$ cat config.mk
export PLATFORM = sky130hd
export DESIGN_NAME = rv_core
export DESIGN_NICKNAME = d
export VERILOG_FILES = /design/src/verilog/rv_pkg.sv /design/src/verilog/alu.sv /design/src/verilog/control_unit.sv /design/src/verilog/datapath.sv /design/src/verilog/register_file.sv /design/src/verilog/rv_core.sv
export VERILOG_INCLUDE_DIRS = /design/src /design/src/verilog
export SDC_FILE = /design/constraint.sdc
export NUM_CORES = 2
export LEC_CHECK = 0
export BUFFER_PORTS_ARGS = -buffer_cell sky130_fd_sc_hd__buf_2
export CAP_MARGIN = 30
export CORE_AREA = 2 2 453 455
export CTS_CLUSTER_DIAMETER = 40
export DETAILED_ROUTE_END_ITERATION = 7
export DIE_AREA = 0 0 455 457
export REMOVE_ABC_BUFFERS = 1
export SYNTH_ARGS = -nofsm -noshare
export SYNTH_HDL_FRONTEND = slang
export SYNTH_SLANG_ARGS = --single-unit
$ cat constraint.sdc
create_clock -name clock -period 34.9 [get_ports clock]
set_input_delay 1.745 -clock clock [delete_from_list [all_inputs] [get_ports clock]]
set_output_delay 1.745 -clock clock [all_outputs]
set_load 0.01 [all_outputs]
$ cat src/verilog/rv_defines.svh
// Shared widths, reset PC and RV32I major opcodes for the multicycle core.
// Included by every RTL file that sizes a port or decodes an opcode.

`ifndef RV_DEFINES_SVH
`define RV_DEFINES_SVH

`define RV_XLEN      32
`define RV_REG_COUNT 32
`define RV_RESET_PC  32'h0000_0000

// Major opcodes, instr[6:0]
`define RV_OP_REG    7'b0110011
`define RV_OP_IMM    7'b0010011
`define RV_OP_LOAD   7'b0000011
`define RV_OP_STORE  7'b0100011
`define RV_OP_BRANCH 7'b1100011
`define RV_OP_LUI    7'b0110111
`define RV_OP_AUIPC  7'b0010111
`define RV_OP_JAL    7'b1101111
`define RV_OP_JALR   7'b1100111
`define RV_OP_FENCE  7'b0001111
`define RV_OP_SYSTEM 7'b1110011

`endif

$ cat src/verilog/rv_pkg.sv
// Types shared by the controller, the datapath and the testbench.
// Referenced by scoped names only.

`default_nettype none

package rv_pkg;

    typedef enum logic [4:0] {
        IDLE, FETCH, DECODE,
        REG_REG, REG_IMM, LUI, AUIPC,
        JAL, JALR, BRANCH,
        LOAD, STORE,
        ECALL, FENCE, ILLEGAL
    } ctrl_state_t;

    typedef enum logic [1:0] {
        ALU, MEM, PC_PLUS4
    } wb_sel_t;

    // R-type field layout
    typedef struct packed {
        logic [6:0] funct7;
        logic [4:0] rs2;
        logic [4:0] rs1;
        logic [2:0] funct3;
        logic [4:0] rd;
        logic [6:0] opcode;
    } r_fields_t;

    // S/B-type layout, immediate split around rs1/rs2
    typedef struct packed {
        logic [6:0] imm_hi;
        logic [4:0] rs2;
        logic [4:0] rs1;
        logic [2:0] funct3;
        logic [4:0] imm_lo;
        logic [6:0] opcode;
    } s_fields_t;

    typedef union packed {
        r_fields_t r_view;
        s_fields_t s_view;
    } instr_word_t;

endpackage

`default_nettype wire
$ cat src/verilog/alu.sv
// Combinational RV32I ALU.
// alu_op is {funct7[0], funct3}; the flags always come from the adder
// so the controller can resolve branches from a subtraction.

`timescale 1ns/1ps
`default_nettype none

`include "rv_defines.svh"

module alu (
    input  logic [`RV_XLEN-1:0] a,
    input  logic [`RV_XLEN-1:0] b,
    input  logic [3:0]          alu_op,
    input  logic                sub,
    input  logic                arithmetic,
    output logic [`RV_XLEN-1:0] result,
    output logic                zero,
    output logic                negative,
    output logic                carry_out,
    output logic                overflow
);

    logic [`RV_XLEN-1:0] b_eff;
    logic [`RV_XLEN:0]   sum_full;
    logic [`RV_XLEN-1:0] sum;
    logic [`RV_XLEN-1:0] sra_result;
    logic                slt;
    logic                sltu;

    assign b_eff    = sub ? ~b : b;
    assign sum_full = {1'b0, a} + {1'b0, b_eff} + {{`RV_XLEN{1'b0}}, sub};
    assign sum      = sum_full[`RV_XLEN-1:0];

    assign zero      = (sum == '0);
    assign negative  = sum[`RV_XLEN-1];
    assign carry_out = sum_full[`RV_XLEN]; // Set when a >= b on subtract
    assign overflow  = (a[`RV_XLEN-1] == b_eff[`RV_XLEN-1])
                     && (sum[`RV_XLEN-1] != a[`RV_XLEN-1]);

    assign slt  = $signed(a) < $signed(b);
    assign sltu = a < b;

    assign sra_result = $signed(a) >>> b[4:0];

    always_comb begin
        case (alu_op)
            4'h1: result = a << b[4:0];
            4'h2: result = {{(`RV_XLEN-1){1'b0}}, slt};
            4'h3: result = {{(`RV_XLEN-1){1'b0}}, sltu};
            4'h4: result = a ^ b;
            4'h5: result = arithmetic ? sra_result : a >> b[4:0];
            4'h6: result = a | b;
            4'h7: result = a & b;
            default: result = sum;
        endcase
    end

endmodule

`default_nettype wire

$ cat src/verilog/control_unit.sv
// Multicycle control FSM for the RV32I core.
// Steps every instruction through FETCH, DECODE and one execute state,
// checks the encoding for legality and resolves branches from the ALU flags.
// Memory requests are held until mem_ack.

`timescale 1ns/1ps
`default_nettype none

`include "rv_defines.svh"

module control_unit (
    input  logic                clock,
    input  logic                reset,
    input  logic                mem_ack,
    input  rv_pkg::instr_word_t instr,
    input  logic                zero,
    input  logic                negative,
    input  logic                carry_out,
    input  logic                overflow,
    output logic                mem_rd_en,
    output logic                mem_wr_en,
    output logic [3:0]          mem_byte_en,
    output logic                alua_src,
    output logic                alub_src,
    output logic [3:0]          alu_op,
    output logic                sub,
    output logic                arithmetic,
    output logic                alupc_src,
    output logic                pc_src,
    output logic                pc_en,
    output rv_pkg::wb_sel_t     wb_sel,
    output logic                wr_reg_en,
    output logic                ir_en,
    output logic                mem_addr_src,
    output logic                ecall,
    output logic                illegal_instruction
);

    rv_pkg::ctrl_state_t state;
    rv_pkg::ctrl_state_t next_state;
    rv_pkg::ctrl_state_t decoded;

    logic [6:0] opcode;
    logic [2:0] funct3;
    logic [6:0] funct7;
    logic       base_f7;
    logic       alt_f7;
    logic       branch_cond;
    logic       branch_taken;
    logic [3:0] access_en;

    assign opcode = instr.r_view.opcode;
    assign funct3 = instr.r_view.funct3;
    assign funct7 = instr.r_view.funct7;
    assign base_f7 = (funct7 == 7'h00);
    assign alt_f7  = (funct7 == 7'h20); // SUB / SRA / SRAI

    // eq, lt, ltu; funct3[0] inverts
    assign branch_cond  = funct3[1] ? ~carry_out
                        : (funct3[2] ? (negative ^ overflow) : zero);
    assign branch_taken = branch_cond ^ funct3[0];

    assign access_en = funct3[1] ? 4'hF : (funct3[0] ? 4'h3 : 4'h1);

    always_ff @(posedge clock or posedge reset) begin
        if (reset)
            state <= rv_pkg::IDLE;
        else
            state <= next_state;
    end

    // Legality check and execute-state selection
    always_comb begin
        decoded = rv_pkg::ILLEGAL;
        case (opcode)
            `RV_OP_REG: begin
                if (base_f7 || (alt_f7 && (funct3 == 3'b000 || funct3 == 3'b101)))
                    decoded = rv_pkg::REG_REG;
            end
            `RV_OP_IMM: begin
                if (funct3[1:0] != 2'b01 || base_f7 || (alt_f7 && funct3[2]))
                    decoded = rv_pkg::REG_IMM;
            end
            `RV_OP_LOAD: begin
                if (funct3 != 3'b011 && funct3[2:1] != 2'b11)
                    decoded = rv_pkg::LOAD;
            end
            `RV_OP_STORE: begin
                if (!funct3[2] && funct3[1:0] != 2'b11)
                    decoded = rv_pkg::STORE;
            end
            `RV_OP_BRANCH: begin
                if (funct3[2:1] != 2'b01)
                    decoded = rv_pkg::BRANCH;
            end
            `RV_OP_LUI:   decoded = rv_pkg::LUI;
            `RV_OP_AUIPC: decoded = rv_pkg::AUIPC;
            `RV_OP_JAL:   decoded = rv_pkg::JAL;
            `RV_OP_JALR: begin
                if (funct3 == 3'b000)
                    decoded = rv_pkg::JALR;
            end
            `RV_OP_FENCE: decoded = rv_pkg::FENCE;
            `RV_OP_SYSTEM: begin
                // Only ECALL, every other field zero
                if ({funct7, instr.r_view.rs2, instr.r_view.rs1, funct3,
                     instr.r_view.rd} == 25'd0)
                    decoded = rv_pkg::ECALL;
            end
            default: decoded = rv_pkg::ILLEGAL;
        endcase
    end

    always_comb begin
        mem_rd_en           = 1'b0;
        mem_wr_en           = 1'b0;
        mem_byte_en         = 4'h0;
        alua_src            = 1'b0;
        alub_src            = 1'b0;
        alu_op              = 4'h0;
        sub                 = 1'b0;
        arithmetic          = 1'b0;
        alupc_src           = 1'b0;
        pc_src              = 1'b0;
        pc_en               = 1'b0;
        wb_sel              = rv_pkg::ALU;
        wr_reg_en           = 1'b0;
        ir_en               = 1'b0;
        mem_addr_src        = 1'b0;
        ecall               = 1'b0;
        illegal_instruction = 1'b0;
        next_state          = rv_pkg::FETCH;

        case (state)
            rv_pkg::IDLE: next_state = rv_pkg::FETCH;
            rv_pkg::FETCH: begin
                mem_rd_en   = 1'b1;
                mem_byte_en = 4'hF;
                if (mem_ack) begin
                    ir_en      = 1'b1;
                    next_state = rv_pkg::DECODE;
                end else begin
                    next_state = rv_pkg::FETCH;
                end
            end
            rv_pkg::DECODE: next_state = decoded;
            rv_pkg::REG_REG: begin
                alu_op     = {funct7[0], funct3};
                sub        = funct7[5];
                arithmetic = funct7[5];
                pc_en      = 1'b1;
                wr_reg_en  = 1'b1;
            end
            rv_pkg::REG_IMM: begin
                alub_src   = 1'b1;
                alu_op     = {1'b0, funct3};
                arithmetic = funct7[5] & (funct3 == 3'b101); // SRAI only
                pc_en      = 1'b1;
                wr_reg_en  = 1'b1;
            end
            rv_pkg::LUI: begin
                alub_src  = 1'b1;
                pc_en     = 1'b1;
                wr_reg_en = 1'b1;
            end
            rv_pkg::AUIPC: begin
                alua_src  = 1'b1;
                alub_src  = 1'b1;
                pc_en     = 1'b1;
                wr_reg_en = 1'b1;
            end
            rv_pkg::JAL: begin
                pc_src    = 1'b1;
                pc_en     = 1'b1;
                wb_sel    = rv_pkg::PC_PLUS4;
                wr_reg_en = 1'b1;
            end
            rv_pkg::JALR: begin
                alub_src  = 1'b1;
                alupc_src = 1'b1; // Target from rs1 + imm
                pc_src    = 1'b1;
                pc_en     = 1'b1;
                wb_sel    = rv_pkg::PC_PLUS4;
                wr_reg_en = 1'b1;
            end
            rv_pkg::BRANCH: begin
                sub    = 1'b1;
                pc_src = branch_taken;
                pc_en  = 1'b1;
            end
            rv_pkg::LOAD: begin
                mem_rd_en    = 1'b1;
                mem_byte_en  = access_en;
                mem_addr_src = 1'b1;
                alub_src     = 1'b1;
                wb_sel       = rv_pkg::MEM;
                if (mem_ack) begin
                    pc_en     = 1'b1;
                    wr_reg_en = 1'b1;
                end else begin
                    next_state = rv_pkg::LOAD;
                end
            end
            rv_pkg::STORE: begin
                mem_wr_en    = 1'b1;
                mem_byte_en  = access_en;
                mem_addr_src = 1'b1;
                alub_src     = 1'b1;
                if (mem_ack)
                    pc_en = 1'b1;
                else
                    next_state = rv_pkg::STORE;
            end
            rv_pkg::ECALL: begin
                ecall = 1'b1;
                pc_en = 1'b1;
            end
            rv_pkg::FENCE: pc_en = 1'b1; // Nothing to order
            rv_pkg::ILLEGAL: begin
                illegal_instruction = 1'b1;
                pc_en               = 1'b1;
            end
            default: next_state = rv_pkg::IDLE;
        endcase
    end

endmodule

`default_nettype wire

$ cat src/verilog/datapath.sv
// Datapath of the multicycle core: PC, instruction register, immediate
// decode, ALU operand and writeback muxes, and the memory address and data.
// Every select comes from control_unit; the ALU flags go back to it.

`timescale 1ns/1ps
`default_nettype none

`include "rv_defines.svh"

module datapath (
    input  logic                clock,
    input  logic                reset,
    input  logic                alua_src,
    input  logic                alub_src,
    input  logic [3:0]          alu_op,
    input  logic                sub,
    input  logic                arithmetic,
    input  logic                alupc_src,
    input  logic                pc_src,
    input  logic                pc_en,
    input  rv_pkg::wb_sel_t     wb_sel,
    input  logic                wr_reg_en,
    input  logic                ir_en,
    input  logic                mem_addr_src,
    output rv_pkg::instr_word_t instr,
    output logic [`RV_XLEN-1:0] mem_addr,
    output logic [`RV_XLEN-1:0] mem_wdata,
    output logic                zero,
    output logic                negative,
    output logic                carry_out,
    output logic                overflow,
    input  logic [`RV_XLEN-1:0] mem_rdata
);

    logic [`RV_XLEN-1:0] pc;
    logic [`RV_XLEN-1:0] pc_plus4;
    logic [`RV_XLEN-1:0] next_pc;
    logic [`RV_XLEN-1:0] jump_target;
    logic [`RV_XLEN-1:0] imm;
    logic [`RV_XLEN-1:0] rs1_data;
    logic [`RV_XLEN-1:0] rs2_data;
    logic [`RV_XLEN-1:0] alu_a;
    logic [`RV_XLEN-1:0] alu_b;
    logic [`RV_XLEN-1:0] alu_result;
    logic [`RV_XLEN-1:0] load_data;
    logic [`RV_XLEN-1:0] wb_data;
    logic [4:0]          rs1_addr;

    always_ff @(posedge clock or posedge reset) begin
        if (reset)
            pc <= `RV_RESET_PC;
        else if (pc_en)
            pc <= next_pc;
    end

    always_ff @(posedge clock) begin
        if (ir_en)
            instr <= mem_rdata;
    end

    // Immediate by format
    always_comb begin
        case (instr.r_view.opcode)
            `RV_OP_STORE:
                imm = {{(`RV_XLEN-12){instr.s_view.imm_hi[6]}},
                       instr.s_view.imm_hi, instr.s_view.imm_lo};
            `RV_OP_BRANCH:
                imm = {{(`RV_XLEN-12){instr.s_view.imm_hi[6]}},
                       instr.s_view.imm_lo[0], instr.s_view.imm_hi[5:0],
                       instr.s_view.imm_lo[4:1], 1'b0};
            `RV_OP_LUI, `RV_OP_AUIPC:
                imm = {instr.r_view.funct7, instr.r_view.rs2, instr.r_view.rs1,
                       instr.r_view.funct3, 12'h000};
            `RV_OP_JAL:
                imm = {{(`RV_XLEN-20){instr.r_view.funct7[6]}},
                       instr.r_view.rs1, instr.r_view.funct3, instr.r_view.rs2[0],
                       instr.r_view.funct7[5:0], instr.r_view.rs2[4:1], 1'b0};
            default: // I-type
                imm = {{(`RV_XLEN-12){instr.r_view.funct7[6]}},
                       instr.r_view.funct7, instr.r_view.rs2};
        endcase
    end

    // LUI reads x0 so the ALU passes the immediate
    assign rs1_addr = (instr.r_view.opcode == `RV_OP_LUI) ? 5'd0 : instr.r_view.rs1;

    register_file register_file_i (
        .clock    (clock),
        .reset    (reset),
        .wr_en    (wr_reg_en),
        .rs1_addr (rs1_addr),
        .rs2_addr (instr.r_view.rs2),
        .rd_addr  (instr.r_view.rd),
        .rd_data  (wb_data),
        .rs1_data (rs1_data),
        .rs2_data (rs2_data)
    );

    assign alu_a = alua_src ? pc : rs1_data;
    assign alu_b = alub_src ? imm : rs2_data;

    alu alu_i (
        .a          (alu_a),
        .b          (alu_b),
        .alu_op     (alu_op),
        .sub        (sub),
        .arithmetic (arithmetic),
        .result     (alu_result),
        .zero       (zero),
        .negative   (negative),
        .carry_out  (carry_out),
        .overflow   (overflow)
    );

    assign pc_plus4    = pc + 32'd4;
    assign jump_target = alupc_src ? {alu_result[`RV_XLEN-1:1], 1'b0} : pc + imm;
    assign next_pc     = pc_src ? jump_target : pc_plus4;

    // Lanes are not shifted, data sits in the low bytes
    always_comb begin
        case (instr.r_view.funct3)
            3'b000:  load_data = {{(`RV_XLEN-8){mem_rdata[7]}}, mem_rdata[7:0]};
            3'b001:  load_data = {{(`RV_XLEN-16){mem_rdata[15]}}, mem_rdata[15:0]};
            3'b100:  load_data = {{(`RV_XLEN-8){1'b0}}, mem_rdata[7:0]};
            3'b101:  load_data = {{(`RV_XLEN-16){1'b0}}, mem_rdata[15:0]};
            default: load_data = mem_rdata;
        endcase
    end

    always_comb begin
        case (wb_sel)
            rv_pkg::MEM:      wb_data = load_data;
            rv_pkg::PC_PLUS4: wb_data = pc_plus4; // Link value
            default:          wb_data = alu_result;
        endcase
    end

    assign mem_addr  = mem_addr_src ? alu_result : pc;
    assign mem_wdata = rs2_data;

endmodule

`default_nettype wire

$ cat src/verilog/register_file.sv
// Architectural register file, two asynchronous read ports and one
// synchronous write port. x0 always reads as zero.

`timescale 1ns/1ps
`default_nettype none

`include "rv_defines.svh"

module register_file (
    input  logic                clock,
    input  logic                reset,
    input  logic                wr_en,
    input  logic [4:0]          rs1_addr,
    input  logic [4:0]          rs2_addr,
    input  logic [4:0]          rd_addr,
    input  logic [`RV_XLEN-1:0] rd_data,
    output logic [`RV_XLEN-1:0] rs1_data,
    output logic [`RV_XLEN-1:0] rs2_data
);

    logic [`RV_XLEN-1:0] regs [`RV_REG_COUNT];

    always_ff @(posedge clock or posedge reset) begin
        if (reset) begin
            for (int i = 0; i < `RV_REG_COUNT; i++)
                regs[i] <= '0;
        end else if (wr_en && rd_addr != 5'd0) begin
            regs[rd_addr] <= rd_data;
        end
    end

    assign rs1_data = (rs1_addr == 5'd0) ? '0 : regs[rs1_addr];
    assign rs2_data = (rs2_addr == 5'd0) ? '0 : regs[rs2_addr];

endmodule

`default_nettype wire

$ cat src/verilog/rv_core.sv
// Top level of the multicycle RV32I core.
// Connects the control FSM to the datapath and exposes the memory
// request/acknowledge ports and the ecall / illegal_instruction pulses.

`timescale 1ns/1ps
`default_nettype none

`include "rv_defines.svh"

module rv_core (
    input  logic                clock,
    input  logic                reset,
    output logic                mem_rd_en,
    output logic                mem_wr_en,
    output logic [3:0]          mem_byte_en,
    output logic [`RV_XLEN-1:0] mem_addr,
    output logic [`RV_XLEN-1:0] mem_wdata,
    input  logic [`RV_XLEN-1:0] mem_rdata,
    input  logic                mem_ack,
    output logic                ecall,
    output logic                illegal_instruction
);

    rv_pkg::instr_word_t instr;
    rv_pkg::wb_sel_t     wb_sel;
    logic [3:0]          alu_op;
    logic                alua_src;
    logic                alub_src;
    logic                sub;
    logic                arithmetic;
    logic                alupc_src;
    logic                pc_src;
    logic                pc_en;
    logic                wr_reg_en;
    logic                ir_en;
    logic                mem_addr_src;
    logic                zero;
    logic                negative;
    logic                carry_out;
    logic                overflow;

    control_unit control_unit_i (
        .clock, .reset, .mem_ack, .instr,
        .zero, .negative, .carry_out, .overflow,
        .mem_rd_en, .mem_wr_en, .mem_byte_en,
        .alua_src, .alub_src, .alu_op, .sub, .arithmetic,
        .alupc_src, .pc_src, .pc_en, .wb_sel, .wr_reg_en,
        .ir_en, .mem_addr_src, .ecall, .illegal_instruction
    );

    datapath datapath_i (
        .clock, .reset,
        .alua_src, .alub_src, .alu_op, .sub, .arithmetic,
        .alupc_src, .pc_src, .pc_en, .wb_sel, .wr_reg_en,
        .ir_en, .mem_addr_src,
        .instr, .mem_addr, .mem_wdata,
        .zero, .negative, .carry_out, .overflow,
        .mem_rdata
    );

endmodule

`default_nettype wire

Word-level counts from Yosys, hierarchy flattened. Index checks and enable logic that the tools add are counted.

Add/sub/neg operators: 4. Magnitude comparators: 6. Equal/unequal tests: 45. Shift operators: 3. Muxes and demuxes: 57. Bitwise operators: 11. Reduce and logical (&&, ||, !) cells: 28.

Operator list (count): $bwmux W1024 (1); $mux W32 (14); $bmux W32 S5 (2); $pmux W32 S7 (1); $demux W32 S5 (1); $pmux W32 S4 (1); $pmux W31 S4 (1); $lt A32 B32 Y1 (2); $pmux W32 S2 (1); $pmux W5 S11 (1); $eq A5 B4 Y1 const B (7); $add A32 B32 Y33 (1); $add A33 B1 Y33 (1); $add A32 B3 Y32 const B (1); $add A32 B32 Y32 (1); $and A32 B32 Y32 (1); $logic_not A32 Y1 (1); $not A32 Y32 (1); $or A32 B32 Y32 (1); $shl A32 B5 Y32 (1); $shr A32 B5 Y32 (1); $sshr A32 B5 Y32 (1); $xor A32 B32 Y32 (1); $eq A7 B6 Y1 const B (4); 46 further kinds (106).

Bits in registers: 1093. Word-level logic and storage cells: 189.

Depth between registers and ports, before layout.
Depth after elaboration: 18. Gate-level depth with buffers: 36. Mapped depth without buffers: 25.

By module. A second synthesis with hierarchy kept.

Cells, all modules: 5925. Area, all modules: 71811.4 µm².

By module, submodules not included: register_file (instances 1, cells each 3614, area an instance 54915.2 µm²); alu (instances 1, cells each 1231, area an instance 8399.3 µm²); datapath (instances 1, cells each 926, area an instance 7482.2 µm²); control_unit (instances 1, cells each 154, area an instance 1014.7 µm²).

Least setup slack after synthesis. OpenSTA, ideal clock, no wires.

Path kind: reg2out. From: register datapath_i.instr[20] (netlist bit). To: output mem_addr[30]. Arrival: 7476 ps. Data required time: 33155 ps. Slack: 25679 ps. Cell stages (with the launch flop): 30. Path buffers: 9. Cell sequence: edfxtp_1 > buf_4 > buf_6 > buf_2 > buf_2 > buf_1 > buf_1 > clkbuf_1 > buf_1 > mux4_2 > o22ai_1 > nor3_1 > o21ai_0 > nor2_1 > a21oi_1 > xnor2_1 > ha_1 > clkbuf_1 > and3_1 > a31oi_1 > o311ai_2 > a31oi_1 > o21ai_0 > a2111oi_0 > o21bai_1 > a21oi_1 > xor2_1 > o21ai_0 > or3_1 > mux2_2.

Longest elaborated chain between the ends: 12. Elaborated cells between the ends (all ways): 21.

Ends and longest elaborated chain: start: declaration (RTL line datapath.sv:25) `output rv_pkg::instr_word_t instr,`; start signal: assignment (RTL line datapath.sv:58) `instr <= mem_rdata;`; $not A5 Y6 (implied by the code) (RTL line register_file.sv:33) `assign rs2_data = (rs2_addr == 5'd0) ? '0 : regs[rs2_addr];`; $bmux W32 S5 (RTL line register_file.sv:33); $mux W32 (implied by the code) (2 in a row) (RTL line register_file.sv:33); $mux W32 (RTL line register_file.sv:33); $mux W32 * (RTL line datapath.sv:100) `assign alu_b = alub_src ? imm : rs2_data;`; $not A32 Y32 (RTL line alu.sv:30) `assign b_eff = sub ? ~b : b;`; $mux W32 (RTL line alu.sv:30); $add A32 B32 Y33 (RTL line alu.sv:31) `` assign sum_full = {1'b0, a} + {1'b0, b_eff} + {{`RV_XLEN{1'b0}}, sub}; ``; $add A33 B1 Y33 (RTL line alu.sv:31); $pmux W32 S7 * (RTL line alu.sv:46) `case (alu_op)`; $mux W32 * (RTL line datapath.sv:138) `assign mem_addr = mem_addr_src ? alu_result : pc;`; end: declaration (RTL line rv_core.sv:16) `` output logic [`RV_XLEN-1:0] mem_addr, ``.

Every way passes the cells marked *; elsewhere a longest branch is shown, timed or not. The select of a mux whose other input is x is not followed.

Worst setup path after layout.
From: register datapath_i.instr[2] (netlist bit). To: output mem_addr[30].

Longest elaborated chain between the ends: 12. Elaborated cells between the ends (all ways): 29.

Ends and longest elaborated chain: $eq A7 B6 Y1 (RTL line datapath.sv:63) `case (instr.r_view.opcode)`; $mux W5 (RTL line datapath.sv:85) `` assign rs1_addr = (instr.r_view.opcode == `RV_OP_LUI) ? 5'd0 : instr.r_view.rs1; ``; $not A5 Y6 (implied by the code) (RTL line register_file.sv:32) `assign rs1_data = (rs1_addr == 5'd0) ? '0 : regs[rs1_addr];`; $bmux W32 S5 (RTL line register_file.sv:32); $mux W32 (implied by the code) (2 in a row) (RTL line register_file.sv:32); $mux W32 (RTL line register_file.sv:32); $mux W32 (RTL line datapath.sv:99) `assign alu_a = alua_src ? pc : rs1_data;`; $add A32 B32 Y33 (tied with other cells) (RTL line alu.sv:31); $add A33 B1 Y33 / $mux W32 (equally long branches) (RTL line alu.sv:31, alu.sv:51); $pmux W32 S7 * (RTL line alu.sv:46); $mux W32 * (RTL line datapath.sv:138).

Marked as above.

==> impl_metrics.tcl <==
set metrics [dict create \
    cts_hold_buf 0 \
    p_seq_frac 0.222 \
    cts_tree "done" \
    grt_pass1_vias 60069 \
    cp.arrival_ps 10460 \
    min_period_over_period 0.350 \
    fin_setup_tns_ps 0 \
    synth_flop_cell "dfrtp_1" \
    core_um2 203000 \
    io_buffers 106 \
    final-max-slew-violation-count 0 \
    fmax_mhz 81.9 \
    gp_congestion 0.966 \
    cp-end-kind "primary output" \
    power_frac_comb 0.612 \
    via_count 62195 \
    synth_area_leaders "dfrtp_1 38%, mux4_2 9.0%, mux2_2 7.6%" \
    clk_latency_ps 820 \
    cts_buffers 146 \
    crit_top_cell "buf_4" \
    first_iter_violations 7562 \
    relSlewSlack 0.222 \
    p_per_area_nw_per_um2 119 \
    ys_warn_count 0 \
    finalNetCount 7158 \
    via_per_inst 6.37 \
    synth_top_area_cell "dfrtp_1" \
    setup_viol 0 \
    setup_ws_ps 22690 \
    swShare 0.522 \
    grt_use_total 0.294 \
    finish.utilization 0.391 \
    p_leak_uw 0.0352 \
    dieWidth_um 455 \
    p_sw_uw 4940 \
    drive_gt1_frac 0.214 \
    first_pass_iters 7 \
    dpl.hpwl_mm 199 \
    cp.required_ps 33150 \
    overflow 0 \
    seq_area_frac_synth 0.389 \
    grt_pass1_wl_mm 445 \
    cts_htree_levels 4 \
    die_h_um 457 \
    synth_cell_type_count 104 \
    period_minus_slack_ps 12210 \
    syn_to_final_growth_pct 12.5 \
    drcViolationCount 0 \
    num_io_pins 107 \
    grt_max_degree 170 \
    max_stage_delay_ps 800 \
    synth_top_area_frac 0.375 \
    crit_slowest_cell "a2111oi_0" \
    cts_resized 0 \
    postRouteAntennaNets 0 \
    ctsRootBufferMaster "clkbuf_16" \
    pwr-share-clk 0.166 \
    synth_most_common_cell "dfrtp_1" \
    clk_pin_slew_ps 50 \
    cts_setup_buffers 0 \
    maxCapViolCount 0 \
    routed_wl_mm 311 \
    syn-cell-area_um2 70700 \
    synth-edff-count 32 \
    dieArea_um2 208000 \
    synth.top_cells.by_count "1060 x dfrtp_1, 967 x nand2_1, 770 x o21ai_0, 478 x mux2_2, 464 x clkbuf_1" \
    hold_class "reg -> reg" \
    rows 166 \
    wl_per_cell_um 31.9 \
    tightestPinTransition_ps 1150 \
    synth_seq_cells 1092 \
    rsz0062_at_grt "no" \
    synthCells 7159 \
    status "finished clean" \
    finalHoldViolations 0 \
    crit_path_start_kind "register" \
    ir_drop_mv 0.116 \
    p_int_uw 4510 \
    async_reset_ff_frac 0.971 \
    start_util 0.348 \
    path_class "reg -> out" \
    syn_avg_cell_area_um2 9.87 \
    grt_antenna_before_repair 15 \
    finalClockSkew_ps 40.6 \
    cts_sinks 1092 \
    clock_path_buffers 3 \
    pre_cts_slack_ps 23960 \
    crit_path_max_fanout 48 \
]
-- stage by stage --
stage / std cells / hold WS (ps) / power (uW) / cell area, um2
after floorplan: 6452 / 349 / 5340 / 67700
after global placement: 9464 / 361 / 7510 / 73800
after detailed placement: 9492 / 363 / 7670 / 74200
after CTS: 9759 / 373 / 9260 / 79300
after global routing: 9769 / 380 / 9860 / 79500
final: 9771 / 373 / 9450 / 79500
-- cell families (layout without fill, tap and decap cells) --
group	after synthesis	in the layout	synth area share
other	0	5	0
DFF	1092	1092	0.389
xor gates and xnor gates	108	108	0.0134
buffers and inverters	879	798	0.0516
adders and majority gates	164	164	0.0292
AOI/OAI and AO/OA	2089	2089	0.190
and+or+nand+nor	1650	1650	0.101
muxes	1177	1177	0.225
-- metal layers --
metal | GRT usage | vias up | part of all wire
met5 | 0 | - | 0.00014
met4 | 0.198 | 6 | 0.083
met3 | 0.0662 | 1042 | 0.099
met2 | 0.439 | 3838 | 0.44
met1 | 0.378 | 31244 | 0.38
li1 | - | 26065 | -
-- registers in the layout, indices dropped and copies added, names as in the netlist --
register / count
control_unit_i.state: 4
datapath_i.instr: 32
datapath_i.pc: 32
datapath_i.register_file_i.regs: 1024
-- worst paths after layout --
check                      cells after the start  slack, ps                              endpoint                                  from
setup reg to reg                              30      23600                     datapath_i.pc[29]                   datapath_i.instr[2]
setup / recovery                              27      22690                          mem_addr[30]                   datapath_i.instr[2]
hold reg to reg                                0        370  datapath_i.register_file_i.regs[992]  datapath_i.register_file_i.regs[992]
hold / removal                                 0        370  datapath_i.register_file_i.regs[992]  datapath_i.register_file_i.regs[992]
max in group asynchronous                      8      30340  datapath_i.register_file_i.regs[535]                                 reset
min in group asynchronous                      2       1110  datapath_i.register_file_i.regs[560]                                 reset
-- power by group through the flow --
stage | clock, uW | sequential [uW] | combinational [uW]
2_1_floorplan | 0 | 2040 | 3300
3_3_place_gp | 0 | 2070 | 5440
3_5_place_dp | 0 | 2100 | 5580
4_1_cts | 1580 | 2080 | 5600
5_1_grt | 1640 | 2140 | 6080
6_report | 1570 | 2090 | 5780
-- cell usage in the layout, fill, tap and decap left out, types with 18 or more instances in the layout --
master     Yosys  layout
dfrtp_1     1060    1060
nand2_1      967     936
o21ai_0      770     755
mux2_2       478     478
mux2i_1      414     414
a21oi_1      322     310
mux4_2       284     284
nor2_1       268     264
buf_4         26     213
inv_1        164     161
ha_1         162     161
clkbuf_16      0     148
a211oi_1     113     111
buf_2        149     111
o211ai_1     101     101
o221ai_1      93      93
xnor2_1       80      80
o22ai_1       79      78
a221oi_1      75      74
nor3_1        75      71
a21o_1        68      67
nand3_1       65      65
a22oi_1       64      64
a221o_1       49      49
nand2b_1      43      42
and3_1        41      41
a31oi_1       42      41
o21ai_1       39      39
a2111oi_0     40      37
and2_1        37      37
nor2b_1       33      33
edfxtp_1      32      32
xor2_1        28      28
and2_0        27      27
o21a_1        26      24
a211o_1       24      24
clkinv_2       0      21
clkbuf_8       0      18
-- critical path: cells and delay by family (launching register included) --
family / cells / cell delay (ps)
AO/OA/AOI/OAI: 14 / 4410
XOR/XNOR: 1 / 200
adder cells (fa/ha/maj): 1 / 330
buffers and inverters: 7 / 2540
flip-flops: 1 / 640
multiplexers: 2 / 830
AND/OR/NAND/NOR: 2 / 590
-- cell type report --
cell class / count / area (um2)
Clock buffer: 181 / 4010
Timing Repair Buffer: 359 / 2910
Antenna cell: 5 / 12.5
Tap cell: 2688 / 3360
Sequential cell: 1092 / 27500
Clock inverter: 86 / 1040
Multi-Input combinational cell: 5188 / 40000
Fill cell: 19879 / 124000
Inverter: 172 / 656
(Power assumes the default switching activity.)
